[src/icache_pkg.sv]
`default_nettype none

package icache_pkg;

  // cache geometry
  localparam int addr_w = 32;
  localparam int ways = 4;
  localparam int sets = 16;
  localparam int words_per_block = 4;
  localparam int instr_w = 32;

  // derived field widths
  localparam int block_w = words_per_block * instr_w;
  localparam int byte_w = $clog2(instr_w / 8);
  localparam int word_w = $clog2(words_per_block);
  localparam int offset_w = byte_w + word_w;
  localparam int index_w = $clog2(sets);
  localparam int tag_w = addr_w - index_w - offset_w;
  localparam int way_w = $clog2(ways);

  typedef logic [addr_w-1:0] addr_t;

  // tag is everything above the set index
  typedef logic [tag_w-1:0] tag_t;

  typedef logic [index_w-1:0] index_t;
  typedef logic [word_w-1:0] word_sel_t;

  typedef logic [way_w-1:0] way_t;
  typedef logic [ways-1:0] way_vec_t;

  // one bit per inner node of the tree
  typedef logic [ways-2:0] lru_bits_t;

  typedef logic [instr_w-1:0] instr_t;

  // word 0 in the low bits
  typedef logic [block_w-1:0] block_t;

  typedef enum logic [1:0] {
    miss_idle,
    miss_request,
    miss_wait,
    miss_fill
  } miss_state_e;

endpackage

`default_nettype wire

[src/icache_fill_if.sv]
`default_nettype none

interface icache_fill_if;

  // single-cycle write strobe without a handshake
  logic                 fill_v;
  icache_pkg::index_t   index;
  icache_pkg::way_t     way;
  icache_pkg::tag_t     tag;
  icache_pkg::block_t   block;

  modport source (
    output fill_v,
    output index,
    output way,
    output tag,
    output block
  );

  modport sink (
    input fill_v,
    input index,
    input way,
    input tag,
    input block
  );

endinterface

`default_nettype wire

[src/icache_lru.sv]
`default_nettype none

module icache_lru (
  input  wire                        clk_i,
  input  wire                        reset_i,
  input  wire                        hit_v_i,
  input  wire icache_pkg::index_t    hit_index_i,
  input  wire icache_pkg::way_t      hit_way_i,
  input  wire icache_pkg::way_vec_t  valid_i,
  icache_fill_if.sink                fill,
  output icache_pkg::way_t           victim_o
);

  icache_pkg::lru_bits_t lru_q [icache_pkg::sets];
  icache_pkg::lru_bits_t lru_cur;
  icache_pkg::way_t      lru_way;
  icache_pkg::way_t      invalid_way;
  logic                  invalid_found;
  logic                  upd_v;
  icache_pkg::index_t    upd_index;
  icache_pkg::way_t      upd_way;

  // point the tree away from the way just used
  function automatic icache_pkg::lru_bits_t touch(icache_pkg::lru_bits_t bits,
                                                  icache_pkg::way_t way);
    icache_pkg::lru_bits_t next;
    next = bits;
    next[0] = ~way[1];
    if (way[1]) begin
      next[2] = ~way[0];
    end else begin
      next[1] = ~way[0];
    end
    return next;
  endfunction

  // pipeline is stalled during a fill so fill and hit never coincide
  assign upd_v = fill.fill_v | hit_v_i;
  assign upd_index = fill.fill_v ? fill.index : hit_index_i;
  assign upd_way = fill.fill_v ? fill.way : hit_way_i;

  always_ff @(posedge clk_i) begin
    if (reset_i) begin
      for (int s = 0; s < icache_pkg::sets; s++) begin
        lru_q[s] <= '0;
      end
    end else if (upd_v) begin
      lru_q[upd_index] <= touch(lru_q[upd_index], upd_way);
    end
  end

  // set bit means the upper half is older
  assign lru_cur = lru_q[hit_index_i];
  assign lru_way = {lru_cur[0], lru_cur[0] ? lru_cur[2] : lru_cur[1]};

  // lowest invalid way wins
  always_comb begin
    invalid_found = 1'b0;
    invalid_way = '0;
    for (int w = icache_pkg::ways - 1; w >= 0; w--) begin
      if (!valid_i[w]) begin
        invalid_found = 1'b1;
        invalid_way = icache_pkg::way_t'(w);
      end
    end
  end

  assign victim_o = invalid_found ? invalid_way : lru_way;

endmodule

`default_nettype wire

[src/flat_wrapper.sv]
// flat-port wrapper written by rule: the top's interface ports become plain ports
module icache_lru_flat 
  (clk_i, reset_i, hit_v_i, hit_index_i, hit_way_i, valid_i, victim_o, fill_fill_v, fill_index, fill_way, fill_tag, fill_block);
  icache_fill_if fill_i ();
  input  wire clk_i;
  input  wire reset_i;
  input  wire hit_v_i;
  input  wire icache_pkg::index_t hit_index_i;
  input  wire icache_pkg::way_t hit_way_i;
  input  wire icache_pkg::way_vec_t valid_i;
  output icache_pkg::way_t victim_o;
  input wire logic [$bits(fill_i.fill_v)-1:0] fill_fill_v;
  input wire logic [$bits(fill_i.index)-1:0] fill_index;
  input wire logic [$bits(fill_i.way)-1:0] fill_way;
  input wire logic [$bits(fill_i.tag)-1:0] fill_tag;
  input wire logic [$bits(fill_i.block)-1:0] fill_block;
  assign fill_i.fill_v = fill_fill_v;
  assign fill_i.index = fill_index;
  assign fill_i.way = fill_way;
  assign fill_i.tag = fill_tag;
  assign fill_i.block = fill_block;
  icache_lru u_core (.clk_i(clk_i), .reset_i(reset_i), .hit_v_i(hit_v_i), .hit_index_i(hit_index_i), .hit_way_i(hit_way_i), .valid_i(valid_i), .fill(fill_i), .victim_o(victim_o));
endmodule
[config.mk]
export PLATFORM = sky130hd
export DESIGN_NAME = icache_lru_flat
export DESIGN_NICKNAME = d
export VERILOG_FILES = /design/src/icache_pkg.sv /design/src/icache_fill_if.sv /design/src/icache_lru.sv /design/src/flat_wrapper.sv
export SDC_FILE = /design/constraint.sdc
export NUM_CORES = 1
export LEC_CHECK = 0
export ABC_CLOCK_PERIOD_IN_PS = 3990
export BUFFER_PORTS_ARGS = -buffer_cell sky130_fd_sc_hd__buf_4
export CELL_PAD_IN_SITES_DETAIL_PLACEMENT = 0
export CELL_PAD_IN_SITES_GLOBAL_PLACEMENT = 1
export CORE_MARGIN = 2
export CORE_UTILIZATION = 34
export CTS_BUF_LIST = sky130_fd_sc_hd__clkbuf_4
export DETAILED_ROUTE_END_ITERATION = 7
export PLACE_DENSITY = 0.89
export SLEW_MARGIN = 0
export SYNTH_ARGS = -nofsm -noshare
export SYNTH_HDL_FRONTEND = slang
export SYNTH_SLANG_ARGS = --single-unit
export TNS_END_PERCENT = 30
[constraint.sdc]
create_clock -name clk_i -period 3.99 [get_ports clk_i]
set_input_delay 0.1995 -clock clk_i [delete_from_list [all_inputs] [get_ports clk_i]]
set_output_delay 0.1995 -clock clk_i [all_outputs]
set_load 0.1 [all_outputs]
==> results.cfg <==
[logic_synthesis]
syn_inst = 235
syn_avg_cell_area_um2 = 11.42
synth_warnings = 0
netlist-cell-type-count = 26
synth_edf_count = 48
ys_ff_latch = 48
synth_largest_area_cell = edfxtp_1
yosysSeqAreaShare = 0.5373
syn_area_mm2 = 0.002683
synthArstFlopShare = 0
synth_most_common_cell = nor2_1
ys_top_cells_by_count = nor2_1, edfxtp_1, o21bai_1, nand2_1, nand2b_1
synth_top_area_share = 0.5373
synth_fp_nets = 407
synth_ff_type = edfxtp_1
netlist_top_cells_area = edfxtp_1, o21bai_1, nor2_1

[detailed_routing]
num_vias = 1841
drt_iter0_drc = 133
wl_per_cell_um = 16.22
ant_nets = 0
firstDrtPassIters = 4
drc = 0
routed_via_density = 5.260
wirelength_um = 5678

[setup_path]
path_class = flop to output port
critPathSlowestCell = mux4_1
arrival_ns = 2.44
cp-end-kind = output port
crit_top_cell = nor3_1
cp.required_ns = 3.79
start_kind = flop
crit_fanout = 2
cp_cell_sequence = mux4_1, mux2_2, mux2i_1, nor3_1, nor3_1, buf_4
crit_path_max_incr_delay_ns = 0.56

[clock_network]
cts_buffers = 5
clockBufferDepth = 2
h-tree-depth = 2
cts_tree = yes
ctsResizeCount = 0
cts_sinks = 48
clk_pin_slew_worst_paths_ns = 0.13
post_cts_buffers = 0
root_buffer = clkbuf_4
hold_buffers = 0

[sta]
rsz0062_at_grt = false
fmax_mhz = 378.3
tightest_slew_ns = 0.6523
hold_viol_final = 0
period_minus_slack_ns = 2.643
period_share = 0.6624
finalSetupViolations = 0
worst_slack_ns = 1.347
fin_setup_tns_ns = 0
relSlewSlack = 0.5652
maxSlewViolCount = 0

[finish]
drive_gt1_frac = 0.1452
reg.largest.list = u_core.lru_q (48)
stdcell_count = 350
top_register = u_core.lru_q
areaGrowthSynthToFinish_pct = 9.795
largest_register_ffs = 48
n_antenna_cell = 0
n_fill_cell = 772
finalNetCount = 420

[floorplan]
die_h_um = 92.83
ios = 174
initial_core_util = 0.3490
die_area_mm2 = 0.008616
core-area_mm2 = 0.007687
die_x_um = 92.83
rows = 32

[power_and_ir_drop]
powerDensity_mw_per_mm2 = 325.3
p_switching_mw = 0.2486
p_clk_frac = 0.218
p_leak_nw = 1.020
combPwrFrac = 0.167
p_int_mw = 0.7096
seq_power_share = 0.615
worst_ir_drop_vdd_uv = 139.6
p_sw_frac = 0.2594

[place]
gp_congestion = 0.7834
dp_cells = 343
io_buffers = 21
dp_hpwl_um = 3911
preCtsSetupSlack_ns = 1.496

[job]
max_cap_viol_count = 0

[status]
status = complete, no violations

[global_routing]
antenna_found_initial = 0
grt_pass1_wl_um = 9321
grt_start_max_net_pins = 53
globalRouteOverflowTotal = 0
first_global_vias = 1877
grt.total_usage = 0.1417

[min_path]
hp-class = primary input to flop
[power groups by stage]
| stage | Sequential [mW] | Combinational [mW] | Clock (mW) |
|---|---|---|---|
| floorplan | 0.598 | 0.114 | 0 |
| detailed placement | 0.602 | 0.159 | 0 |
| finish | 0.590 | 0.160 | 0.209 |
| CTS | 0.590 | 0.159 | 0.213 |
| global placement | 0.600 | 0.156 | 0 |
| global route | 0.593 | 0.174 | 0.229 |
[layer usage]
metal,up-vias,global-route usage,share of wire
met5,-,0,0
met4,0,0.02574,0.0083
met3,6,0.05207,0.096
met2,59,0.2240,0.45
met1,901,0.1896,0.45
li1,875,-,-
[kinds of logic after synthesis]
| family | share of synthesized area |
|---|---|
| AOI/OAI and AO/OA | 0.1157 |
| DFF | 0.5373 |
| muxes | 0.1423 |
| buffers and inverters | 0.03498 |
| and+or+nand+nor | 0.1698 |
[cells in the final DEF (no fill, tap or decap), drive strengths merged, types with 2 or more instances in the layout]
| cell | n |
|---|---|
| a21oi | 2 |
| buf | 22 |
| inv | 5 |
| mux2i | 7 |
| nand2b | 17 |
| mux2 | 2 |
| clkinv | 2 |
| nand3 | 2 |
| o21bai | 32 |
| o32ai | 4 |
| o21ai | 2 |
| clkbuf | 5 |
| edfxtp | 48 |
| and3b | 2 |
| nor2 | 50 |
| mux4 | 12 |
| nor3 | 3 |
| nand2 | 26 |
[metrics by stage]
stage                     instance area (um2)  hold WS [ns]    util  power [mW]
after CTS                                2945        0.4474  0.3831      0.9623
after global placement                   2900        0.7757  0.3773      0.7554
after detailed placement                 2900        0.7734  0.3773      0.7606
final                                    2945        0.4573  0.3831      0.9581
after global routing                     2945        0.4614  0.3831      0.9958
after floorplan                          2683        0.6131       -      0.7120
[critical path, delay by kind of cell (launching register included)]
kind | cells | cell delay, ns
buf+inv | 1 | 0.32
flops | 1 | 0.37
mux | 3 | 1.12
simple gates | 2 | 0.27
[final timing paths]
path | start | endpoint | slack, ns | cells after the start
max | u_core.lru_q[1][0]$_SDFFCE_PN0P_ | victim_o[0] | 1.35 | 6
min | hit_way_i[1] | u_core.lru_q[6][2]$_SDFFCE_PN0P_ | 0.46 | 4
[cell type report]
cell class              instances  area (um2)  share of cell area
multi-input cells             166        1147              0.3896
inverters                       5       18.77            0.006372
clock buffers                   5       37.54             0.01274
clock inverters                 2       7.507            0.002549
repair buffers                 22       165.2             0.05607
well taps                     102       127.6             0.04333
flip-flops and latches         48        1441              0.4894
No activity file was read; power rests on OpenSTA's default activity.
