==> src/icache_pkg.sv <==
`default_nettype none

package icache_pkg;

  // cache geometry
  localparam int addr_w = 32;
  localparam int ways = 4;
  localparam int sets = 16;
  localparam int words_per_block = 4;
  localparam int instr_w = 32;

  // derived field widths
  localparam int block_w = words_per_block * instr_w;
  localparam int byte_w = $clog2(instr_w / 8);
  localparam int word_w = $clog2(words_per_block);
  localparam int offset_w = byte_w + word_w;
  localparam int index_w = $clog2(sets);
  localparam int tag_w = addr_w - index_w - offset_w;
  localparam int way_w = $clog2(ways);

  typedef logic [addr_w-1:0] addr_t;

  // tag is everything above the set index
  typedef logic [tag_w-1:0] tag_t;

  typedef logic [index_w-1:0] index_t;
  typedef logic [word_w-1:0] word_sel_t;

  typedef logic [way_w-1:0] way_t;
  typedef logic [ways-1:0] way_vec_t;

  // one bit per inner node of the tree
  typedef logic [ways-2:0] lru_bits_t;

  typedef logic [instr_w-1:0] instr_t;

  // word 0 in the low bits
  typedef logic [block_w-1:0] block_t;

  typedef enum logic [1:0] {
    miss_idle,
    miss_request,
    miss_wait,
    miss_fill
  } miss_state_e;

endpackage

`default_nettype wire

==> src/icache_fill_if.sv <==
`default_nettype none

interface icache_fill_if;

  // single-cycle write strobe without a handshake
  logic                 fill_v;
  icache_pkg::index_t   index;
  icache_pkg::way_t     way;
  icache_pkg::tag_t     tag;
  icache_pkg::block_t   block;

  modport source (
    output fill_v,
    output index,
    output way,
    output tag,
    output block
  );

  modport sink (
    input fill_v,
    input index,
    input way,
    input tag,
    input block
  );

endinterface

`default_nettype wire

==> src/icache_tag_array.sv <==
`default_nettype none

module icache_tag_array (
  input  wire                                        clk_i,
  input  wire                                        reset_i,
  input  wire                                        rd_v_i,
  input  wire icache_pkg::index_t                    rd_index_i,
  icache_fill_if.sink                                fill,
  output icache_pkg::tag_t [icache_pkg::ways-1:0]    tags_o,
  output icache_pkg::way_vec_t                       valid_o
);

  icache_pkg::tag_t [icache_pkg::ways-1:0] tag_mem [icache_pkg::sets];
  icache_pkg::way_vec_t                    valid_q [icache_pkg::sets];

  // tag storage
  always_ff @(posedge clk_i) begin
    if (fill.fill_v) begin
      tag_mem[fill.index][fill.way] <= fill.tag;
    end
  end

  // valid bit per way and set
  always_ff @(posedge clk_i) begin
    if (reset_i) begin
      for (int s = 0; s < icache_pkg::sets; s++) begin
        valid_q[s] <= '0;
      end
    end else if (fill.fill_v) begin
      valid_q[fill.index][fill.way] <= 1'b1;
    end
  end

  // synchronous read of one set
  always_ff @(posedge clk_i) begin
    if (rd_v_i) begin
      tags_o <= tag_mem[rd_index_i];
    end
  end

  always_ff @(posedge clk_i) begin
    if (reset_i) begin
      valid_o <= '0;
    end else if (rd_v_i) begin
      valid_o <= valid_q[rd_index_i];
    end
  end

endmodule

`default_nettype wire

==> src/flat_wrapper.sv <==
// flat-port wrapper written by rule: the top's interface ports become plain ports
module icache_tag_array_flat 
  (clk_i, reset_i, rd_v_i, rd_index_i, tags_o, valid_o, fill_fill_v, fill_index, fill_way, fill_tag, fill_block);
  icache_fill_if fill_i ();
  input  wire clk_i;
  input  wire reset_i;
  input  wire rd_v_i;
  input  wire icache_pkg::index_t rd_index_i;
  output icache_pkg::tag_t [icache_pkg::ways-1:0] tags_o;
  output icache_pkg::way_vec_t valid_o;
  input wire logic [$bits(fill_i.fill_v)-1:0] fill_fill_v;
  input wire logic [$bits(fill_i.index)-1:0] fill_index;
  input wire logic [$bits(fill_i.way)-1:0] fill_way;
  input wire logic [$bits(fill_i.tag)-1:0] fill_tag;
  input wire logic [$bits(fill_i.block)-1:0] fill_block;
  assign fill_i.fill_v = fill_fill_v;
  assign fill_i.index = fill_index;
  assign fill_i.way = fill_way;
  assign fill_i.tag = fill_tag;
  assign fill_i.block = fill_block;
  icache_tag_array u_core (.clk_i(clk_i), .reset_i(reset_i), .rd_v_i(rd_v_i), .rd_index_i(rd_index_i), .fill(fill_i), .tags_o(tags_o), .valid_o(valid_o));
endmodule
==> config.mk <==
export PLATFORM = sky130hd
export DESIGN_NAME = icache_tag_array_flat
export DESIGN_NICKNAME = d
export VERILOG_FILES = /design/src/icache_pkg.sv /design/src/icache_fill_if.sv /design/src/icache_tag_array.sv /design/src/flat_wrapper.sv
export SDC_FILE = /design/constraint.sdc
export NUM_CORES = 1
export LEC_CHECK = 0
export ABC_AREA = 1
export BUFFER_PORTS_ARGS = -buffer_cell sky130_fd_sc_hd__buf_2
export CAP_MARGIN = 20
export CORE_ASPECT_RATIO = 2
export CORE_MARGIN = 8
export CORE_UTILIZATION = 35
export CTS_BUF_LIST = sky130_fd_sc_hd__clkbuf_16
export DETAILED_ROUTE_END_ITERATION = 10
export GPL_TIMING_DRIVEN = 1
export SLEW_MARGIN = 10
export SYNTH_ARGS = -nofsm -noshare
export SYNTH_HDL_FRONTEND = slang
export SYNTH_SLANG_ARGS = --single-unit
==> constraint.sdc <==
create_clock -name clk_i -period 2 [get_ports clk_i]
set_input_delay 0.2 -clock clk_i [delete_from_list [all_inputs] [get_ports clk_i]]
set_output_delay 0.2 -clock clk_i [all_outputs]
set_load 0.02 [all_outputs]
==> results.md <==
* Port Buf Inserts at 137
* Total power at 70990 uW
* CP startpoint kind: register
* Cell internal pwr at 55150 uW
* Storage element area at 0.05037 mm2
* Part of the cycle the worst path needs at 0.8518
* Hold Path Class: in -> reg
* Post-synthesis average cell area at around 13 um2
* TritonCTS clock tree: done
* Die W at ~320 um
* First-pass GRT wire length at 268.4 mm
* Clock Sinks at 1700
* Routed wire length at 184.5 mm
* Post-CTS setup buffers at 0
* Core area at 0.1875 mm2
* Cell Pwr Density at around 930 mW/mm2
* Skew-Pair Late Insertion Delay at around 0.79 ns
* Ports at 266
* Root Buffer: clkbuf_16
* Multi-input gate area at approximately 0.014 mm2
* Crit path cell chain: buf_2
* GRT Residual Overflow at 0
* Syn nets at 5149
* Via count at 41340
* # setup viols final at 0
* FILL cells at 17190
* Area of the mapped netlist at roughly 0.066 mm2
* RSZ-0062 raised after global routing: no
* All-Layer GR Usage at 0.1758
* Final Util at 0.4088
* H-tree Lvls at 4
* Dpl cell area at 0.07205 mm2
* Wire per inst at 23.68 um
* Max incr delay on CP at 0.50 ns
* DP Wirelength at 103.4 mm
* Fin. max-slew vios at 0
* Family with the most delay on the worst path: flip-flops
* Clock Tree Buf Depth at 4
* Largest net degree at the start of global routing at 81
* Final instance area at about 0.077 mm2
* Final worst slack at 0.2965 ns
* CP endpoint kind: output pin
* Yosys reg bits at 1700
* Data required time of the worst path at roughly 1.8 ns
* Slew headroom at 0.2093
* Comb power frac at 0.066
* Area grow syn2layout at 16.35%
* Yosys warns at 0
* Synth Instances at 4983
* Via/cell ratio at ~5.3
* Worst path slowest cell: edfxtp_1
* Die Height at ~630 um
* Num CTS Buffers at 141
* FMAX at 587.0 MHz
* Slew @ Worst Pin at around 1.2 ns
* Nets at ~5400
* Die ar. at 0.2032 mm2
* ANT nets after route at 0
* Yosys cell types at 18
* FP Rows at 225
* First-pass iteration count of the detailed router at 5
* Crit Path Category: reg -> out
* Data arrival, critical path at ~1.5 ns
* Final Wtd Congestion at 0.7692
* Final Skew at 0.02934 ns
* Clk pwr share at 0.378
* Initial antenna violation count at 13
* Sequential area share after synthesis at 0.7645
* Initial core utilization at 0.3514
* Leak at around 0.025 uW
* Sum of negative setup slack at 0 ns
* CP max FO at 1
* Drt initial violations at 3629
* Buf+Inv Stages, Crit Path at 1
* Post-cts sizing count at 0
* Peak VDD IR at about 600 uV
* Sw Share at 0.2230
* MaxCap Viol Count at 0
* Clk slew on worst S/H paths at approximately 0.080 ns
* Final worst path period need at approximately 1.7 ns
* # DRC at 0
* Flop pwr share at 0.557
* Dpl ws at 0.1248 ns
* Vias in the first global route at 41390
* Final hold vios at 0
* Status: finished clean
* Proportion of layout cells with a drive suffix above 1 at 0.1229
* Switching power at 15830 uW
## flip-flops by register name (all words and copies together), names as in the netlist
name	flops
u_core.valid_o	4
u_core.tags_o	96
u_core.valid_q	64
u_core.tag_mem	1536
## kinds of logic (layout without fill, tap and decap cells)
kind of cell	after synthesis	count (layout)	synth area share
other	0	5	0
DFF	1700	1700	0.7645
and+or+nand+nor	1771	1771	0.1056
buffers and inverters	360	666	0.02718
AOI/OAI and AO/OA	1152	1152	0.1027
## path summary, 6_finish.rpt
| check | depth (start not counted) | startpoint | slack, ns | endpoint |
|---|---|---|---|---|
| hold reg to reg | 2 | u_core.valid_q[1][1]$_DFF_P_ | 0.47 | u_core.valid_q[1][1]$_DFF_P_ |
| hold / removal | 2 | fill_tag[22] | 0.07 | u_core.tag_mem[13][94]$_DFFE_PP_ |
| setup / recovery | 1 | u_core.tags_o[8]$_DFFE_PP_ | 0.30 | tags_o[8] |
| setup reg to reg | 6 | u_core.tag_mem[5][46]$_DFFE_PP_ | 0.61 | u_core.tags_o[46]$_DFFE_PP_ |
## placed cells by master, fill, tap and decap left out
| cell type | count |
|---|---|
| inv_6 | 3 |
| buf_4 | 110 |
| nor2_4 | 54 |
| dfxtp_1 | 68 |
| o221ai_1 | 33 |
| clkinvlp_2 | 1 |
| buf_8 | 2 |
| buf_12 | 140 |
| clkinv_1 | 26 |
| edfxtp_1 | 1632 |
| inv_8 | 2 |
| nand3_2 | 3 |
| clkinv_4 | 2 |
| clkbuf_16 | 147 |
| nor2_2 | 10 |
| o21ai_1 | 216 |
| inv_1 | 37 |
| nand3_1 | 245 |
| nor2_1 | 1261 |
| inv_2 | 4 |
| inv_4 | 2 |
| clkbuf_8 | 1 |
| o211ai_1 | 351 |
| dlygate4sd3_1 | 20 |
| diode_2 | 5 |
| clkinv_2 | 18 |
| o21ai_0 | 552 |
| clkinvlp_4 | 8 |
| inv_16 | 1 |
| buf_6 | 2 |
| nand2_1 | 198 |
| buf_2 | 132 |
| bufinv_16 | 8 |
## timing repair
action	4_1_cts	5_1_grt
hold endpoints to repair	584	24
setup endpoints to repair	0	0
hold buffers	17	3
## cells in the mapped netlist
master / count / share of area
edfxtp_1: 1632 / 0.74
o21ai_1: 216 / 0.016
inv_2: 1 / 0.000057
nor2_1: 1325 / 0.075
inv_4: 1 / 0.000095
buf_4: 24 / 0.0027
nand2_1: 198 / 0.011
o211ai_1: 351 / 0.040
buf_2: 100 / 0.0076
o221ai_1: 33 / 0.0044
dfxtp_1: 68 / 0.021
nand3_1: 248 / 0.019
buf_1: 36 / 0.0021
inv_1: 14 / 0.00080
clkbuf_1: 155 / 0.0088
buf_6: 28 / 0.0048
o21ai_0: 552 / 0.042
buf_8: 1 / 0.00023
## per-layer routing
metal | vias up | track usage | share of wire
met3 | 414 | 0.02351 | 0.050
li1 | 18630 | - | -
met2 | 1277 | 0.3266 | 0.53
met5 | - | 0 | 0.00028
met1 | 21010 | 0.1979 | 0.38
met4 | 8 | 0.07879 | 0.047
## power groups by stage
stage | registers, uW | clock network (uW) | logic [uW]
after global routing | 39600 | 28400 | 5070
after detailed placement | 40300 | 0 | 4660
after global placement | 40300 | 0 | 4560
after CTS | 39600 | 27200 | 4700
final | 39500 | 26800 | 4650
after floorplan | 40500 | 0 | 2150
## through the flow
step / cells / hold slack (ns)
global route: 7787 / 0.09823
finish: 7791 / 0.07439
global placement: 7520 / 0.4494
floorplan: 4983 / 0.2989
detailed placement: 7520 / 0.4588
CTS: 7780 / 0.06377
## area by class of cell
class                      instances  area share
tap                             2497     0.04076
antenna                            5   0.0001632
clock inverter                    96    0.008504
timing repair buffer             407     0.05943
inverter                          16    0.001224
clock buffer                     147     0.04799
multi-input combinational       2923      0.1849
sequential                      1700      0.6571
No activity file was read; power rests on OpenSTA's default activity.
