<file path="src/icache_pkg.sv">
`default_nettype none

package icache_pkg;

  // cache geometry
  localparam int addr_w = 32;
  localparam int ways = 4;
  localparam int sets = 16;
  localparam int words_per_block = 4;
  localparam int instr_w = 32;

  // derived field widths
  localparam int block_w = words_per_block * instr_w;
  localparam int byte_w = $clog2(instr_w / 8);
  localparam int word_w = $clog2(words_per_block);
  localparam int offset_w = byte_w + word_w;
  localparam int index_w = $clog2(sets);
  localparam int tag_w = addr_w - index_w - offset_w;
  localparam int way_w = $clog2(ways);

  typedef logic [addr_w-1:0] addr_t;

  // tag is everything above the set index
  typedef logic [tag_w-1:0] tag_t;

  typedef logic [index_w-1:0] index_t;
  typedef logic [word_w-1:0] word_sel_t;

  typedef logic [way_w-1:0] way_t;
  typedef logic [ways-1:0] way_vec_t;

  // one bit per inner node of the tree
  typedef logic [ways-2:0] lru_bits_t;

  typedef logic [instr_w-1:0] instr_t;

  // word 0 in the low bits
  typedef logic [block_w-1:0] block_t;

  typedef enum logic [1:0] {
    miss_idle,
    miss_request,
    miss_wait,
    miss_fill
  } miss_state_e;

endpackage

`default_nettype wire

</file>
<file path="src/icache_pipeline.sv">
`default_nettype none

module icache_pipeline (
  input  wire                                          clk_i,
  input  wire                                          reset_i,
  input  wire                                          fetch_v_i,
  input  wire icache_pkg::addr_t                       fetch_addr_i,
  input  wire icache_pkg::tag_t [icache_pkg::ways-1:0] tags_i,
  input  wire icache_pkg::way_vec_t                    valid_i,
  input  wire icache_pkg::block_t [icache_pkg::ways-1:0] blocks_i,
  input  wire                                          busy_i,
  output logic                                         fetch_ready_o,
  output logic                                         rd_v_o,
  output icache_pkg::index_t                           rd_index_o,
  output logic                                         data_v_o,
  output icache_pkg::instr_t                           data_o,
  output logic                                         miss_v_o,
  output icache_pkg::addr_t                            miss_addr_o,
  output logic                                         hit_v_o,
  output icache_pkg::index_t                           hit_index_o,
  output icache_pkg::way_t                             hit_way_o,
  output icache_pkg::way_vec_t                         tv_valid_o
);

  logic                 accept;
  logic                 tl_v_q;
  icache_pkg::addr_t    tl_addr_q;
  icache_pkg::tag_t     tl_tag;
  icache_pkg::way_vec_t hit_vec;
  logic                 tl_hit;
  icache_pkg::way_t     tl_way;
  logic                 tv_v_q;
  logic                 tv_hit_q;
  icache_pkg::way_t     tv_way_q;
  icache_pkg::addr_t    tv_addr_q;
  icache_pkg::block_t   tv_block_q;
  icache_pkg::way_vec_t tv_valid_q;
  icache_pkg::word_sel_t tv_word;

  assign fetch_ready_o = ~busy_i & ~miss_v_o;
  assign accept = fetch_v_i & fetch_ready_o;

  // arrays are read at the accepting edge
  assign rd_v_o = accept;
  assign rd_index_o = fetch_addr_i[icache_pkg::offset_w +: icache_pkg::index_w];

  always_ff @(posedge clk_i) begin
    if (reset_i) begin
      tl_v_q <= 1'b0;
    end else begin
      tl_v_q <= accept;
    end
  end

  always_ff @(posedge clk_i) begin
    if (accept) begin
      tl_addr_q <= fetch_addr_i;
    end
  end

  // tag compare
  assign tl_tag = tl_addr_q[icache_pkg::addr_w-1 -: icache_pkg::tag_w];

  always_comb begin
    tl_hit = 1'b0;
    tl_way = '0;
    for (int w = icache_pkg::ways - 1; w >= 0; w--) begin
      hit_vec[w] = valid_i[w] && (tags_i[w] == tl_tag);
      if (hit_vec[w]) begin
        tl_hit = 1'b1;
        tl_way = icache_pkg::way_t'(w);
      end
    end
  end

  // a miss leaving TV drops the fetch behind it
  always_ff @(posedge clk_i) begin
    if (reset_i) begin
      tv_v_q <= 1'b0;
    end else begin
      tv_v_q <= tl_v_q & ~miss_v_o;
    end
  end

  always_ff @(posedge clk_i) begin
    tv_hit_q <= tl_hit;
    tv_way_q <= tl_way;
    tv_addr_q <= tl_addr_q;
    tv_block_q <= blocks_i[tl_way];
    tv_valid_q <= valid_i;
  end

  assign tv_word = tv_addr_q[icache_pkg::byte_w +: icache_pkg::word_w];

  assign data_v_o = tv_v_q & tv_hit_q;
  assign data_o = tv_block_q[tv_word * icache_pkg::instr_w +: icache_pkg::instr_w];
  assign miss_v_o = tv_v_q & ~tv_hit_q;
  assign miss_addr_o = tv_addr_q;

  assign hit_v_o = data_v_o;
  assign hit_index_o = tv_addr_q[icache_pkg::offset_w +: icache_pkg::index_w];
  assign hit_way_o = tv_way_q;
  assign tv_valid_o = tv_valid_q;

endmodule

`default_nettype wire

</file>
<file path="config.mk">
export PLATFORM = sky130hd
export DESIGN_NAME = icache_pipeline
export DESIGN_NICKNAME = d
export VERILOG_FILES = /design/src/icache_pkg.sv /design/src/icache_pipeline.sv
export SDC_FILE = /design/constraint.sdc
export NUM_CORES = 1
export LEC_CHECK = 0
export BUFFER_PORTS_ARGS = -buffer_cell sky130_fd_sc_hd__buf_2
export CELL_PAD_IN_SITES_DETAIL_PLACEMENT = 0
export CELL_PAD_IN_SITES_GLOBAL_PLACEMENT = 1
export CORE_AREA = 5 5 279 281
export DETAILED_ROUTE_END_ITERATION = 10
export DIE_AREA = 0 0 284 286
export PLACE_DENSITY_LB_ADDON = 0.08
export SETUP_SLACK_MARGIN = 0.15
export SKIP_LAST_GASP = 1
export SYNTH_ARGS = -nofsm -noshare
export SYNTH_HDL_FRONTEND = slang
export SYNTH_SLANG_ARGS = --single-unit
</file>
<file path="constraint.sdc">
create_clock -name clk_i -period 6.05 [get_ports clk_i]
set_clock_uncertainty 0.2 [all_clocks]
set_input_delay 1.21 -clock clk_i [delete_from_list [all_inputs] [get_ports clk_i]]
set_output_delay 1.21 -clock clk_i [all_outputs]
set_load 0.02 [all_outputs]
</file>
==> flow_metrics.tcl, run 1 <==
set metrics [dict create \
    synth_nets 1522 \
    critPathCaptureType "register" \
    ioPinCount 731 \
    drt_pass1_iterations 4 \
    vias_per_cell 3.72 \
    post_cts_buffers 0 \
    hold_viol 0 \
    syn_avg_cell_area_um2 12.7 \
    ys_ff_latch 201 \
    start_kind "register" \
    place_congestion 0.820 \
    synth_common_cells "mux2i_1, dfxtp_1, xnor2_1" \
    synth_edf_count 32 \
    synthTopCellsByArea "mux2i_1, dfxtp_1, edfxtp_1" \
    report.final.slew_viol_count 0 \
    detail-route-antenna-nets 0 \
    grt-ovfl-total 0 \
    ctsHoldBuffers 0 \
    core_area_mm2 0.0752 \
    async_reset_ff_frac 0 \
    path_clk_slew_ns 0.06 \
    dp_hpwl_um 50000 \
    die_area_mm2 0.0812 \
    worstPathArrival_ns 4.15 \
    insertion_delay_ns 0.58 \
    drive_above_1_share 0.519 \
    crit_type "register to register" \
    crit_path_max_fanout 46 \
    placed_cells 2540 \
    area_delta_synth_final_pct 49.3 \
    total_power_mw 3.82 \
    max_cap_viol_count 0 \
    grt_max_degree 80 \
    clock_path_buffers 3 \
    p_seq_frac 0.387 \
    root_buffer "clkbuf_16" \
    drcViolationCount 0 \
    grt_pass1_wl_um 82000 \
    synth.most_common_cell "mux2i_1" \
    setup-tns-final_ns 0 \
    finalNonFillerCells 2604 \
    dieHeight_um 286 \
    grt_pass1_vias 11100 \
    clock.fmax_mhz 255 \
    routedWlPerCell_um 23.2 \
    cts.sinks 201 \
    finalCritPeriodShare 0.648 \
    irDropWorstVdd_mv 0.181 \
    synth_top_area_cell "mux2i_1" \
    setup-violations-final 0 \
    crit_chain "xor2_1, or4_1, and4bb_1, nand4_2, a211oi_4, buf_12, buf_12, mux2i_1, mux2i_1" \
    finalNetCount 2241 \
    cts_resized 0 \
    synth_top_area_share 0.347 \
    hold_path.class "register to register" \
    die_w_um 284 \
    p_clk_frac 0.475 \
    crit_required_ns 6.27 \
    cpMaxStageDelayCell "edfxtp_1" \
    io_buffers 730 \
    htreeDepth 1 \
    power_frac_comb 0.138 \
    drt-initial-drc-count 246 \
    min_period_ns 3.92 \
    ys_types 39 \
    postSynthCellCount 874 \
    rsz0062_at_grt "false" \
    antenna_found_initial 29 \
    rows 101 \
    grt_usage 0.139 \
    status "completed" \
    maxSlewHeadroom 0.308 \
    yosysWarnings 0 \
    num_vias 9686 \
    drt-total-wl_um 60500 \
    numCtsBuffers 29 \
    cts_tree "done" \
    switchingPower_mw 0.972 \
    yosysSeqAreaShare 0.393 \
    tightest_slew_ns 1.03 \
    power_leakage_nw 6.51 \
    final_util 0.220 \
    start_util 0.147 \
    intPower_mw 2.85 \
    slowest_delay_ns 0.61 \
    ys.flop_type "dfxtp_1" \
    syn_area_mm2 0.0111 \
    p_per_area_mw_per_mm2 231 \
    sw_frac_of_total 0.254 \
]
-- layout make-up --
type,count,area (µm²)
Fill cell,8273,58700
Multi-Input combinational cell,614,6050
Sequential cell,201,4350
Timing Repair Buffer,746,3860
Tap cell,978,1220
Clock buffer,36,802
Clock inverter,16,208
Antenna cell,12,30.0
Inverter,1,3.75
-- cell usage in the layout (no fill, tap or decap), types with 6 or more instances in the layout --
cell type / Yosys / final
nor4_1: 19 / 19
mux4_2: 32 / 32
buf_2: 13 / 730
nand4_1: 13 / 13
nand3_1: 6 / 6
buf_4: 9 / 9
xor2_1: 47 / 47
clkbuf_16: 0 / 29
dfxtp_1: 169 / 167
clkinv_2: 0 / 6
diode_2: 0 / 12
nand2_1: 22 / 22
edfxtp_1: 32 / 32
mux2i_1: 384 / 384
buf_12: 22 / 7
nor2_1: 8 / 7
xnor2_1: 49 / 49
-- routing by layer --
metal,global-route usage,share of wire
met1,0.148,0.36
met2,0.268,0.54
met3,0.0459,0.072
met4,0.0302,0.020
met5,0,0.0027
-- critical path: cells and delay by family, from the launching register on --
family	cells	cell delay (ns)
muxes	2	0.51
xor gates and xnor gates	1	0.26
AOI/OAI and AO/OA	1	0.40
and+or+nand+nor	3	1.06
buffers and inverters	2	0.61
DFF	1	0.61
-- stage by stage --
stage	hold WS (ns)	area, µm²	setup WS, ns
floorplan	0.123	11100	2.09
global placement	0.126	15500	1.50
detailed placement	0.129	15500	1.45
CTS	0.132	16500	1.98
global route	0.147	16500	1.88
finish	0.134	16500	2.13
-- registers in the layout, summed over array words and instances, names as in the netlist --
name / cells
hit_way_o: 2
miss_addr_o: 32
tl_addr_q: 32
tl_v_q: 1
tv_block_q: 128
tv_hit_q: 1
tv_v_q: 1
tv_valid_o: 4
-- worst paths after layout --
kind,slack [ns],to,cells after the start,start
min,0.13,miss_addr_o[1],0,tl_addr_q[1]
min reg2reg,0.13,miss_addr_o[1],0,tl_addr_q[1]
max,2.13,tv_block_q[52],9,tl_addr_q[22]
max reg2reg,2.13,tv_block_q[52],9,tl_addr_q[22]
-- kinds of logic (layout without fill, tap and decap cells) --
group | count (synthesis) | after routing | synth area share
AND/OR/NAND/NOR | 99 | 99 | 0.0543
XOR/XNOR | 96 | 96 | 0.0760
multiplexers | 416 | 416 | 0.412
buffers and inverters | 59 | 799 | 0.0620
other | 0 | 12 | 0
AO/OA/AOI/OAI | 3 | 3 | 0.00283
flip-flops | 201 | 201 | 0.393
-- power groups by stage --
stage                     Sequential, mW  Combinational, mW  Clock [mW]
after floorplan                     1.49              0.215           0
after global placement              1.51              0.543           0
after detailed placement            1.51              0.539           0
after CTS                           1.48              0.543        1.90
after global routing                1.49              0.584        1.96
final                               1.48              0.529        1.82
Power figures use the tool's default switching activity.
==> inputs of run 2 (changes only) <==
- ABC_AREA: unset -> 1
- CORE_AREA: 5 5 279 281 -> 5 5 284 286
- DIE_AREA: 0 0 284 286 -> 0 0 289 291
- clock period: 6.05 -> 3.3 ns (I/O delays scaled with it)
==> flow_metrics.tcl, run 2 <==
set metrics [dict create \
    async_reset_ff_frac 0 \
    yosysSeqAreaShare 0.297 \
    dieHeight_um 291 \
    drt_pass1_iterations 5 \
    rsz0062_at_grt "true" \
    grt_usage 0.212 \
    synth_top_area_share 0.231 \
    fill_cells 9152 \
    largest_reg_flops 128 \
    grt-ovfl-total 0 \
    io_buffers 730 \
    synth.most_common_cell "nand2_1" \
    ys.flop_type "dfxtp_1" \
    synth_edf_count 32 \
    synth_common_cells "nand2_1, inv_1, nand3_1" \
    drcViolationCount 0 \
    ys_ff_latch 201 \
    htreeDepth 1 \
    finalCritPeriodShare 0.917 \
    crit_path_max_fanout 46 \
    multi_input_area_mm2 0.00728 \
    crit_required_ns 3.59 \
    numCtsBuffers 28 \
    r2r_slack_ns 0.27 \
    placed_cells 4309 \
    setup-tns-final_ns 0 \
    ioPinCount 731 \
    detail-route-antenna-nets 0 \
    min_period_ns 3.03 \
    cts_tree "done" \
    clock.fmax_mhz 330 \
    area_delta_synth_final_pct 43.3 \
    vias_per_cell 4.27 \
    p_per_area_mw_per_mm2 348 \
    total_power_mw 7.29 \
    report.final.slew_viol_count 0 \
    largest-register "tv_block_q" \
    hold_path.class "primary input to register" \
    tightest_slew_ns 0.602 \
    final_cell_mix "buf_2, nand2_1, inv_1" \
    synthTopCellsByArea "dfxtp_1, nand3_1, nand2_1" \
    start_kind "register" \
    regArea_mm2 0.00435 \
    maxSlewHeadroom 0.595 \
    path_clk_slew_ns 0.06 \
    irDropWorstVdd_mv 0.371 \
    die_w_um 289 \
    grt_pass1_vias 19900 \
    grt_max_degree 66 \
    critPathCaptureType "register" \
    max_cap_viol_count 0 \
    min_from "fetch_addr_i[26]" \
    syn_avg_cell_area_um2 5.66 \
    power_leakage_nw 12.6 \
    ctsHoldBuffers 0 \
    rows 103 \
    routedWlPerCell_um 21.6 \
    crit_type "register to register" \
    final_common_cell "buf_2" \
    drive_above_1_share 0.271 \
    clock_path_buffers 3 \
    yosysWarnings 0 \
    core_area_mm2 0.0781 \
    die_area_mm2 0.0841 \
    insertion_delay_ns 0.57 \
    finalNetCount 3944 \
    num_vias 18700 \
    drt-initial-drc-count 990 \
    min_to "tl_addr_q[26]" \
    reg2regPathDepth 12 \
    syn_area_mm2 0.0146 \
    postSynthCellCount 2582 \
    cts.sinks 201 \
    antenna_found_initial 30 \
    setup-violations-final 0 \
    start_util 0.187 \
    synth_nets 3230 \
    hold_viol 0 \
    reg2reg_to "tv_block_q[45]" \
    min_path_cells 1 \
    ys_types 32 \
    grt_pass1_wl_um 133000 \
    root_buffer "clkbuf_16" \
    status "completed" \
    drt-total-wl_um 94800 \
    reg2reg_from "tl_addr_q[26]" \
    synth_top_area_cell "dfxtp_1" \
    finalNonFillerCells 4385 \
    dp_hpwl_um 80200 \
    worstPathArrival_ns 3.32 \
    place_congestion 0.903 \
    holdWs_ns 0.0583 \
]
run 2: logic make-up (layout without fill, tap and decap cells):
family          count (synthesis)  after routing  synth area share
buf+inv                       768           1501             0.210
compound gates                104            104            0.0387
simple gates                 1486           1486             0.440
xor+xnor                       23             23            0.0143
other cells                     0             20                 0
flops                         201            201             0.297
run 2: power by group:
| group | switching, mW | total, mW | internal, mW |
|---|---|---|---|
| clock | 1.20 | 3.15 | 1.94 |
| combinational | 0.856 | 1.44 | 0.584 |
| sequential | 0.0869 | 2.70 | 2.62 |
| total | 2.15 | 7.29 | 5.14 |
run 2: worst max path at each step:
| stage | startpoint | end | slack [ns] | cells past startpoint |
|---|---|---|---|---|
| final | tl_addr_q[26] | tv_block_q[45] | 0.27 | 12 |
| after CTS | tl_addr_q[29] | tv_block_q[45] | 0.17 | 13 |
| after floorplan | fetch_v_i | rd_v_o | 0.21 | 2 |
| after global routing | tl_addr_q[26] | tv_block_q[45] | 0.15 | 12 |
| after detailed placement | tags_i[92] | tv_block_q[18] | 0.15 | 16 |
| after global placement | tags_i[90] | tv_block_q[45] | 0.14 | 16 |
run 2: layout make-up:
| class | count | share of cell area |
|---|---|---|
| Antenna cell | 20 | 0.00239 |
| Clock buffer | 38 | 0.0372 |
| Clock inverter | 11 | 0.00783 |
| Inverter | 625 | 0.112 |
| Multi-Input combinational cell | 1613 | 0.347 |
| Sequential cell | 201 | 0.207 |
| Tap cell | 1050 | 0.0627 |
| Timing Repair Buffer | 827 | 0.223 |
run 2: metal layers:
layer | vias up | GRT usage | share of wire
li1 | 9283 | - | -
met1 | 8741 | 0.240 | 0.39
met2 | 581 | 0.407 | 0.53
met3 | 107 | 0.0392 | 0.057
met4 | 10 | 0.0485 | 0.025
met5 | - | 0 | 0.00064
run 2: stage by stage:
step / instance area, µm² / utilization / worst slack, ns
floorplan: 14600 / - / 0.210
global placement: 19900 / 0.255 / 0.138
detailed placement: 19900 / 0.255 / 0.154
CTS: 20800 / 0.267 / 0.172
global route: 20900 / 0.268 / 0.149
finish: 20900 / 0.268 / 0.272
run 2: critical path, stage by stage, from the launching register on:
cell and delay, ns:
edfxtp_1 0.57, buf_4 0.22, xor2_1 0.36, nor2_1 0.07, nand2_1 0.10, nor2_1 0.09
nand3_4 0.18, nand2_1 0.12, nor2_4 0.19, buf_12 0.25, buf_4 0.27, nand3_1 0.09
nand2_1 0.14
run 2: repair_timing:
action	CTS	global route
buffers inserted	0	7
gates resized for setup	1	4
setup endpoints to repair	1	21
endpoints found under the hold margin	0	0
