### config.mk
export PLATFORM = sky130hd
export DESIGN_NAME = icache_miss_unit_flat
export DESIGN_NICKNAME = d
export VERILOG_FILES = /design/src/icache_pkg.sv /design/src/icache_fill_if.sv /design/src/icache_miss_unit.sv /design/src/flat_wrapper.sv
export SDC_FILE = /design/constraint.sdc
export NUM_CORES = 1
export LEC_CHECK = 0
export BUFFER_PORTS_ARGS = -buffer_cell sky130_fd_sc_hd__buf_4
export CORE_AREA = 3 3 138 140
export CTS_BUF_LIST = sky130_fd_sc_hd__clkbuf_16
export DETAILED_ROUTE_END_ITERATION = 7
export DIE_AREA = 0 0 141 143
export GPL_TIMING_DRIVEN = 0
export PLACE_DENSITY = 0.59
export RECOVER_POWER = 50
export SLEW_MARGIN = 30
export SYNTH_ARGS = -nofsm -noshare
export SYNTH_HDL_FRONTEND = slang
export SYNTH_SLANG_ARGS = --single-unit
### constraint.sdc
create_clock -name clk_i -period 2.6 [get_ports clk_i]
set_clock_uncertainty 0.1 [all_clocks]
set_input_delay 0.52 -clock clk_i [delete_from_list [all_inputs] [get_ports clk_i]]
set_output_delay 0.52 -clock clk_i [all_outputs]
set_load 0.05 [all_outputs]
### src/icache_pkg.sv
`default_nettype none

package icache_pkg;

  // cache geometry
  localparam int addr_w = 32;
  localparam int ways = 4;
  localparam int sets = 16;
  localparam int words_per_block = 4;
  localparam int instr_w = 32;

  // derived field widths
  localparam int block_w = words_per_block * instr_w;
  localparam int byte_w = $clog2(instr_w / 8);
  localparam int word_w = $clog2(words_per_block);
  localparam int offset_w = byte_w + word_w;
  localparam int index_w = $clog2(sets);
  localparam int tag_w = addr_w - index_w - offset_w;
  localparam int way_w = $clog2(ways);

  typedef logic [addr_w-1:0] addr_t;

  // tag is everything above the set index
  typedef logic [tag_w-1:0] tag_t;

  typedef logic [index_w-1:0] index_t;
  typedef logic [word_w-1:0] word_sel_t;

  typedef logic [way_w-1:0] way_t;
  typedef logic [ways-1:0] way_vec_t;

  // one bit per inner node of the tree
  typedef logic [ways-2:0] lru_bits_t;

  typedef logic [instr_w-1:0] instr_t;

  // word 0 in the low bits
  typedef logic [block_w-1:0] block_t;

  typedef enum logic [1:0] {
    miss_idle,
    miss_request,
    miss_wait,
    miss_fill
  } miss_state_e;

endpackage

`default_nettype wire

### src/icache_fill_if.sv
`default_nettype none

interface icache_fill_if;

  // single-cycle write strobe without a handshake
  logic                 fill_v;
  icache_pkg::index_t   index;
  icache_pkg::way_t     way;
  icache_pkg::tag_t     tag;
  icache_pkg::block_t   block;

  modport source (
    output fill_v,
    output index,
    output way,
    output tag,
    output block
  );

  modport sink (
    input fill_v,
    input index,
    input way,
    input tag,
    input block
  );

endinterface

`default_nettype wire

### src/icache_miss_unit.sv
`default_nettype none

module icache_miss_unit (
  input  wire                      clk_i,
  input  wire                      reset_i,
  input  wire                      miss_v_i,
  input  wire icache_pkg::addr_t   miss_addr_i,
  input  wire icache_pkg::way_t    victim_i,
  input  wire                      mem_req_ready_i,
  input  wire                      mem_resp_v_i,
  input  wire icache_pkg::block_t  mem_resp_data_i,
  output logic                     busy_o,
  output logic                     mem_req_v_o,
  output icache_pkg::addr_t        mem_req_addr_o,
  icache_fill_if.source            fill
);

  icache_pkg::miss_state_e state_q;
  icache_pkg::miss_state_e state_d;
  icache_pkg::addr_t       addr_q;
  icache_pkg::way_t        way_q;
  icache_pkg::block_t      block_q;
  logic                    capture;

  assign capture = (state_q == icache_pkg::miss_idle) && miss_v_i;

  always_comb begin
    state_d = state_q;
    case (state_q)
      icache_pkg::miss_idle:    if (miss_v_i) state_d = icache_pkg::miss_request;
      icache_pkg::miss_request: if (mem_req_ready_i) state_d = icache_pkg::miss_wait;
      icache_pkg::miss_wait:    if (mem_resp_v_i) state_d = icache_pkg::miss_fill;
      default:                  state_d = icache_pkg::miss_idle;
    endcase
  end

  always_ff @(posedge clk_i) begin
    if (reset_i) begin
      state_q <= icache_pkg::miss_idle;
    end else begin
      state_q <= state_d;
    end
  end

  // block-aligned address and victim are taken at the miss
  always_ff @(posedge clk_i) begin
    if (capture) begin
      addr_q <= {miss_addr_i[icache_pkg::addr_w-1:icache_pkg::offset_w],
                 {icache_pkg::offset_w{1'b0}}};
      way_q <= victim_i;
    end
    if ((state_q == icache_pkg::miss_wait) && mem_resp_v_i) begin
      block_q <= mem_resp_data_i;
    end
  end

  // busy from the miss cycle itself through the fill
  assign busy_o = miss_v_i | (state_q != icache_pkg::miss_idle);

  assign mem_req_v_o = (state_q == icache_pkg::miss_request);
  assign mem_req_addr_o = addr_q;

  assign fill.fill_v = (state_q == icache_pkg::miss_fill);
  assign fill.index = addr_q[icache_pkg::offset_w +: icache_pkg::index_w];
  assign fill.tag = addr_q[icache_pkg::addr_w-1 -: icache_pkg::tag_w];
  assign fill.way = way_q;
  assign fill.block = block_q;

endmodule

`default_nettype wire

### src/flat_wrapper.sv
// flat-port wrapper written by rule: the top's interface ports become plain ports
module icache_miss_unit_flat 
  (clk_i, reset_i, miss_v_i, miss_addr_i, victim_i, mem_req_ready_i, mem_resp_v_i, mem_resp_data_i, busy_o, mem_req_v_o, mem_req_addr_o, fill_fill_v, fill_index, fill_way, fill_tag, fill_block);
  icache_fill_if fill_i ();
  input  wire clk_i;
  input  wire reset_i;
  input  wire miss_v_i;
  input  wire icache_pkg::addr_t miss_addr_i;
  input  wire icache_pkg::way_t victim_i;
  input  wire mem_req_ready_i;
  input  wire mem_resp_v_i;
  input  wire icache_pkg::block_t mem_resp_data_i;
  output logic busy_o;
  output logic mem_req_v_o;
  output icache_pkg::addr_t mem_req_addr_o;
  output wire logic [$bits(fill_i.fill_v)-1:0] fill_fill_v;
  output wire logic [$bits(fill_i.index)-1:0] fill_index;
  output wire logic [$bits(fill_i.way)-1:0] fill_way;
  output wire logic [$bits(fill_i.tag)-1:0] fill_tag;
  output wire logic [$bits(fill_i.block)-1:0] fill_block;
  assign fill_fill_v = fill_i.fill_v;
  assign fill_index = fill_i.index;
  assign fill_way = fill_i.way;
  assign fill_tag = fill_i.tag;
  assign fill_block = fill_i.block;
  icache_miss_unit u_core (.clk_i(clk_i), .reset_i(reset_i), .miss_v_i(miss_v_i), .miss_addr_i(miss_addr_i), .victim_i(victim_i), .mem_req_ready_i(mem_req_ready_i), .mem_resp_v_i(mem_resp_v_i), .mem_resp_data_i(mem_resp_data_i), .busy_o(busy_o), .mem_req_v_o(mem_req_v_o), .mem_req_addr_o(mem_req_addr_o), .fill(fill_i));
endmodule
==> results of run 1 <==
[state kept, by name, summed over array words and instances (netlist names)]
signal	flops
u_core.fill.block	128
u_core.mem_req_addr_o	28
u_core.state_q	2
u_core.fill.way	2
[synth_stat cells, drive strengths merged]
cell type	number	area (sq um)
edfxtp	158	4740
buf	32	240
ha	6	75.1
inv	4	15.0
nand2b	3	18.8
and2	2	13.8
dfxtp	2	40.0
nor2	2	7.51
conb	1	3.75
mux2	1	15.0
mux2i	1	10.0
nor3	1	5.00
o221a	1	20.0
[per-stage QoR]
stage	instance area [sq um]	setup slack (ns)	util, %	total power, W
after floorplan	5220	0.515	-	0.00537
after global placement	8140	0.112	45.3	0.00631
after detailed placement	8190	0.522	45.6	0.00636
after CTS	8780	0.478	48.9	0.00886
after global routing	8410	0.411	46.8	0.00891
final	8410	0.539	46.8	0.00857
[final cells by class]
cell class	count	area (sq um)	share of cell area (%)
Sequential cell	160	4780	56.9
Timing Repair Buffer	353	2330	27.6
Clock buffer	17	425	5.06
Tap cell	229	287	3.41
Buffer	32	240	2.86
Multi-Input combinational cell	21	170	2.02
Clock inverter	15	166	1.98
Inverter	4	15.0	0.178
[logic make-up after synthesis]
kind of cell	after synthesis
AO/OA/AOI/OAI	1
adder cells (fa/ha/maj)	6
buffers and inverters	36
flip-flops	160
multiplexers	2
other	1
AND/OR/NAND/NOR	8
[worst max-delay path by stage]
stage	slack [ns]	from	end
final	0.54	u_core.state_q[0]$_SDFFE_PP0P_	busy_o
after global routing	0.41	u_core.state_q[0]$_SDFFE_PP0P_	u_core.fill.block[112]$_DFFE_PP_
after CTS	0.48	u_core.state_q[0]$_SDFFE_PP0P_	busy_o
after detailed placement	0.52	u_core.state_q[0]$_SDFFE_PP0P_	u_core.fill.block[37]$_DFFE_PP_
after global placement	0.11	u_core.state_q[0]$_SDFFE_PP0P_	u_core.fill.block[68]$_DFFE_PP_
after floorplan	0.52	u_core.state_q[0]$_SDFFE_PP0P_	u_core.fill.block[0]$_DFFE_PP_
[power groups by stage]
stage          clock (W)  combinational (W)  sequential [W]
2_1_floorplan          0           0.000800         0.00457
3_3_place_gp           0            0.00281         0.00349
3_5_place_dp           0            0.00287         0.00349
4_1_cts          0.00255            0.00287         0.00344
5_1_grt          0.00266            0.00279         0.00346
6_report         0.00247            0.00267         0.00343
[critical path: cells and delay by family, from the launching register on]
family	cells	cell delay (ns)
flops	1	0.39
buf+inv	2	0.31
fa+ha+maj	1	0.23
simple gates	1	0.10
[metal layers]
metal | track usage (%) | wire length, microns | part of all wire, %
met5 | 0 | 14 | 0.099
met4 | 5.35 | 189 | 1.3
met3 | 6.70 | 1770 | 13
met2 | 23.6 | 7450 | 53
met1 | 13.5 | 4700 | 33
==> impl_metrics.json, run 1 <==
{
  "critPathMaxFanout": 4,
  "synthXorXnorAreaFrac_pct": 0,
  "hpwl_mm": 11.4,
  "p_leak_nw": 3.35,
  "die_area_sq_mm": 0.0202,
  "post-place-cells": 799,
  "finalHoldViolations": 0,
  "max_freq_mhz": 485,
  "yosys_warnings": 0,
  "grt_pass1_vias": 3434,
  "rrSetupSlack_ns": 0.57,
  "antenna_found_initial": 1,
  "wl_mm": 14.1,
  "fin_nets": 762,
  "slew_headroom_pct": 54.1,
  "swShare_pct": 35.7,
  "crit_path_cell_trace": "inv_1 > ha_1 > nand2b_1 > buf_4",
  "intPower_w": 0.00551,
  "grt_max_degree": 53,
  "die_h_microns": 143,
  "num_vias": 3271,
  "synthMuxAreaShare_pct": 0.480,
  "grt_pass1_wl_mm": 19.7,
  "slowest_delay_ns": 0.39,
  "final_cell_mix": "edfxtp_1, clkbuf_4, buf_4",
  "pwr-share-seq_pct": 40.0,
  "r2r-end": "u_core.fill.block[22]$_DFFE_PP_",
  "hold_depth": 1,
  "synth.yosys.seq_area_share_pct": 91.9,
  "clkPwrFrac_pct": 28.8,
  "status": "finished clean",
  "globalplace.congestion": 0.817,
  "min_from": "mem_resp_data_i[21]",
  "hold-path-endpoint": "u_core.fill.block[21]$_DFFE_PP_",
  "timing.final.crit_share_pct": 79.3,
  "numPortBuffers": 351,
  "avgSynthCellArea_sq_um": 24.3,
  "worstPathArrival_ns": 1.44,
  "peakVddDrop_v": 0.000462,
  "firstDrtPassIters": 4,
  "worstMarginPinSlew_ns": 0.692,
  "final_cells": 831,
  "combPwrFrac_pct": 31.2,
  "end_kind": "output pin",
  "finalSetupViolations": 0,
  "cellPowerDensity_mw_per_mm2": 1020,
  "period_minus_slack_ns": 2.06,
  "ys_ff_latch": 160,
  "drtAntennaViolNets": 0,
  "drv_cap": 0,
  "tns_ns": 0,
  "crit_required_ns": 1.98,
  "overflow": 0,
  "wl_per_cell_microns": 17.0,
  "clk_pin_slew_worst_paths_ns": 0.06,
  "root_buffer": "clkbuf_16",
  "synth-adder-area-share_pct": 1.44,
  "drt_iter0_drc": 103,
  "critPathLaunchType": "flop",
  "die_w_microns": 141,
  "clkSinkCount": 160,
  "hold_class": "primary input to flop",
  "post_cts_buffers": 0,
  "reg2reg_depth": 4,
  "slew_violations": 0,
  "cts_tree": "yes",
  "cts_hold_buffers": 0,
  "drcViolationCount": 0,
  "r2r_start": "u_core.state_q[0]$_SDFFE_PP0P_",
  "coreArea_sq_mm": 0.0180,
  "fillers": 1633,
  "cts-htree-levels": 4,
  "ctsResizeCount": 0,
  "power.switching_w": 0.00306,
  "grtUsageTotal_pct": 13.3,
  "synth_cells": 214,
  "rows": 49,
  "clockBufferDepth": 2,
  "critPathKind": "flop to output pin",
  "ios": 360,
  "cts_buffers": 17,
  "critical_path.slowest_cell": "dfxtp_1",
  "clk_latency_ns": 0.40,
  "start_util_pct": 29.0,
  "worst_hold_slack_ns": 0.200,
  "synthDistinctLibCells": 14,
  "synth_top_family_by_area": "buffers and inverters",
  "rsz0062_at_grt": "no",
  "antennaDiodeCount": 0,
  "synth-compound-area-share_pct": 0.384,
  "synth-simple-area-share_pct": 0.865,
  "drive_gt1_share_pct": 53.2,
  "vias_per_cell": 3.94,
  "area_growth_pct": 61.5,
  "final_common_cell": "edfxtp_1",
  "synth_area_sq_mm": 0.00521
}
No activity file was read; power rests on OpenSTA's default activity.
==> inputs of run 2 (changes only) <==
- CORE_AREA: 3 3 138 140 -> 3 3 139 141
- DIE_AREA: 0 0 141 143 -> 0 0 142 144
- PLACE_DENSITY: 0.59 -> 0.56
- clock period: 2.6 -> 2.15 ns (I/O delays scaled with it)
==> impl_metrics.json, run 2 (synthesis gave the netlist of run 1 again) <==
{
  "status": "finished clean",
  "drcViolationCount": 0,
  "max_freq_mhz": 503,
  "r2r_start": "u_core.state_q[0]$_SDFFE_PP0P_",
  "rrSetupSlack_ns": 0.22,
  "hpwl_mm": 12.0,
  "drt_iter0_drc": 149,
  "clk_latency_ns": 0.41,
  "post_cts_buffers": 0,
  "p_leak_nw": 3.35,
  "cts_buffers": 17,
  "wl_mm": 15.2,
  "start_util_pct": 28.8,
  "slew_headroom_pct": 53.4,
  "worstPathArrival_ns": 1.46,
  "path_buf_inv": 2,
  "critPathLaunchType": "flop",
  "largest_reg_flops": 128,
  "grt_pass1_wl_mm": 20.6,
  "num_vias": 3337,
  "clkSinkCount": 160,
  "post-place-cells": 799,
  "clockBufferDepth": 2,
  "area_growth_pct": 61.7,
  "finalSetupViolations": 0,
  "end_kind": "output pin",
  "slowest_delay_ns": 0.40,
  "hold_class": "primary input to flop",
  "die_area_sq_mm": 0.0204,
  "timing.final.crit_share_pct": 92.5,
  "critPathMaxFanout": 4,
  "drive_gt1_share_pct": 53.9,
  "peakVddDrop_v": 0.000504,
  "antenna_found_initial": 2,
  "wl_per_cell_microns": 18.3,
  "cts_hold_buffers": 0,
  "die_h_microns": 144,
  "hold-path-endpoint": "u_core.fill.block[21]$_DFFE_PP_",
  "vias_per_cell": 4.01,
  "final_cells": 832,
  "coreArea_sq_mm": 0.0181,
  "grtUsageTotal_pct": 13.9,
  "slew_violations": 0,
  "cellPowerDensity_mw_per_mm2": 1230,
  "grt_max_degree": 50,
  "rsz0062_at_grt": "no",
  "min_from": "mem_resp_data_i[21]",
  "worstMarginPinSlew_ns": 0.702,
  "ctsResizeCount": 0,
  "overflow": 0,
  "critPathKind": "flop to output pin",
  "cts-htree-levels": 4,
  "crit_family": "flip-flops",
  "p_total_w": 0.0104,
  "antennaDiodeCount": 0,
  "firstDrtPassIters": 4,
  "rows": 49,
  "clk_pin_slew_worst_paths_ns": 0.07,
  "grt_pass1_vias": 3552,
  "finalHoldViolations": 0,
  "drv_cap": 0,
  "die_w_microns": 142,
  "crit_path_cell_trace": "inv_1 > ha_1 > nand2b_1 > buf_4",
  "ios": 360,
  "final_cell_mix": "clkbuf_4, edfxtp_1, buf_4",
  "r2r-end": "u_core.fill.block[41]$_DFFE_PP_",
  "fin_nets": 763,
  "globalplace.congestion": 0.762,
  "cts_tree": "yes",
  "drtAntennaViolNets": 0,
  "numPortBuffers": 351,
  "critical_path.slowest_cell": "dfxtp_1",
  "root_buffer": "clkbuf_16",
  "crit_required_ns": 1.62,
  "hold_depth": 1,
  "reg2reg_depth": 4,
  "period_minus_slack_ns": 1.99
}
run 2: final cells by class:
class	instances	area (sq um)
buffer	32	240
clock buffer	17	425
clock inverter	15	159
fill	1694	9660
inverter	4	15.0
multi-input combinational	22	181
sequential	160	4780
tap	229	287
timing repair buffer	353	2330
run 2: worst max path at each step:
| stage | from | to | slack, ns | cells after the start |
|---|---|---|---|---|
| 6_report | u_core.state_q[0]$_SDFFE_PP0P_ | busy_o | 0.16 | 4 |
| 2_1_floorplan | u_core.state_q[0]$_SDFFE_PP0P_ | u_core.fill.block[0]$_DFFE_PP_ | 0.07 | 3 |
| 3_5_place_dp | u_core.state_q[0]$_SDFFE_PP0P_ | u_core.fill.block[48]$_DFFE_PP_ | 0.08 | 4 |
| 5_1_grt | u_core.state_q[0]$_SDFFE_PP0P_ | u_core.fill.block[41]$_DFFE_PP_ | 0.08 | 4 |
| 3_3_place_gp | u_core.state_q[0]$_SDFFE_PP0P_ | u_core.fill.block[6]$_DFFE_PP_ | -0.34 | 3 |
| 4_1_cts | u_core.state_q[0]$_SDFFE_PP0P_ | u_core.fill.block[41]$_DFFE_PP_ | 0.05 | 4 |
run 2: metal layers:
layer	vias to the layer above	wire [microns]	GRT usage, %
li1	1536	-	-
met4	4	236	5.30
met5	-	37	0
met2	227	7820	23.8
met3	18	1990	7.71
met1	1552	5160	14.2
run 2: where the power goes:
| group | total [W] | internal (W) | leakage [nW] | switching [W] |
|---|---|---|---|---|
| logic | 0.00326 | 0.000862 | 1.60 | 0.00239 |
| registers | 0.00414 | 0.00399 | 1.46 | 0.000155 |
| clock network | 0.00300 | 0.00173 | 0.289 | 0.00127 |
run 2: metrics by stage:
step	utilization [%]	hold WS, ns	TNS (ns)	cell area, sq um	setup slack, ns
floorplan	-	0.396	0	5220	0.0650
global placement	45.0	0.412	-42.73	8140	-0.344
detailed placement	45.3	0.439	0	8190	0.0808
CTS	48.5	0.0640	0	8780	0.0497
global route	46.6	0.0823	0	8420	0.0822
finish	46.6	0.106	0	8420	0.160
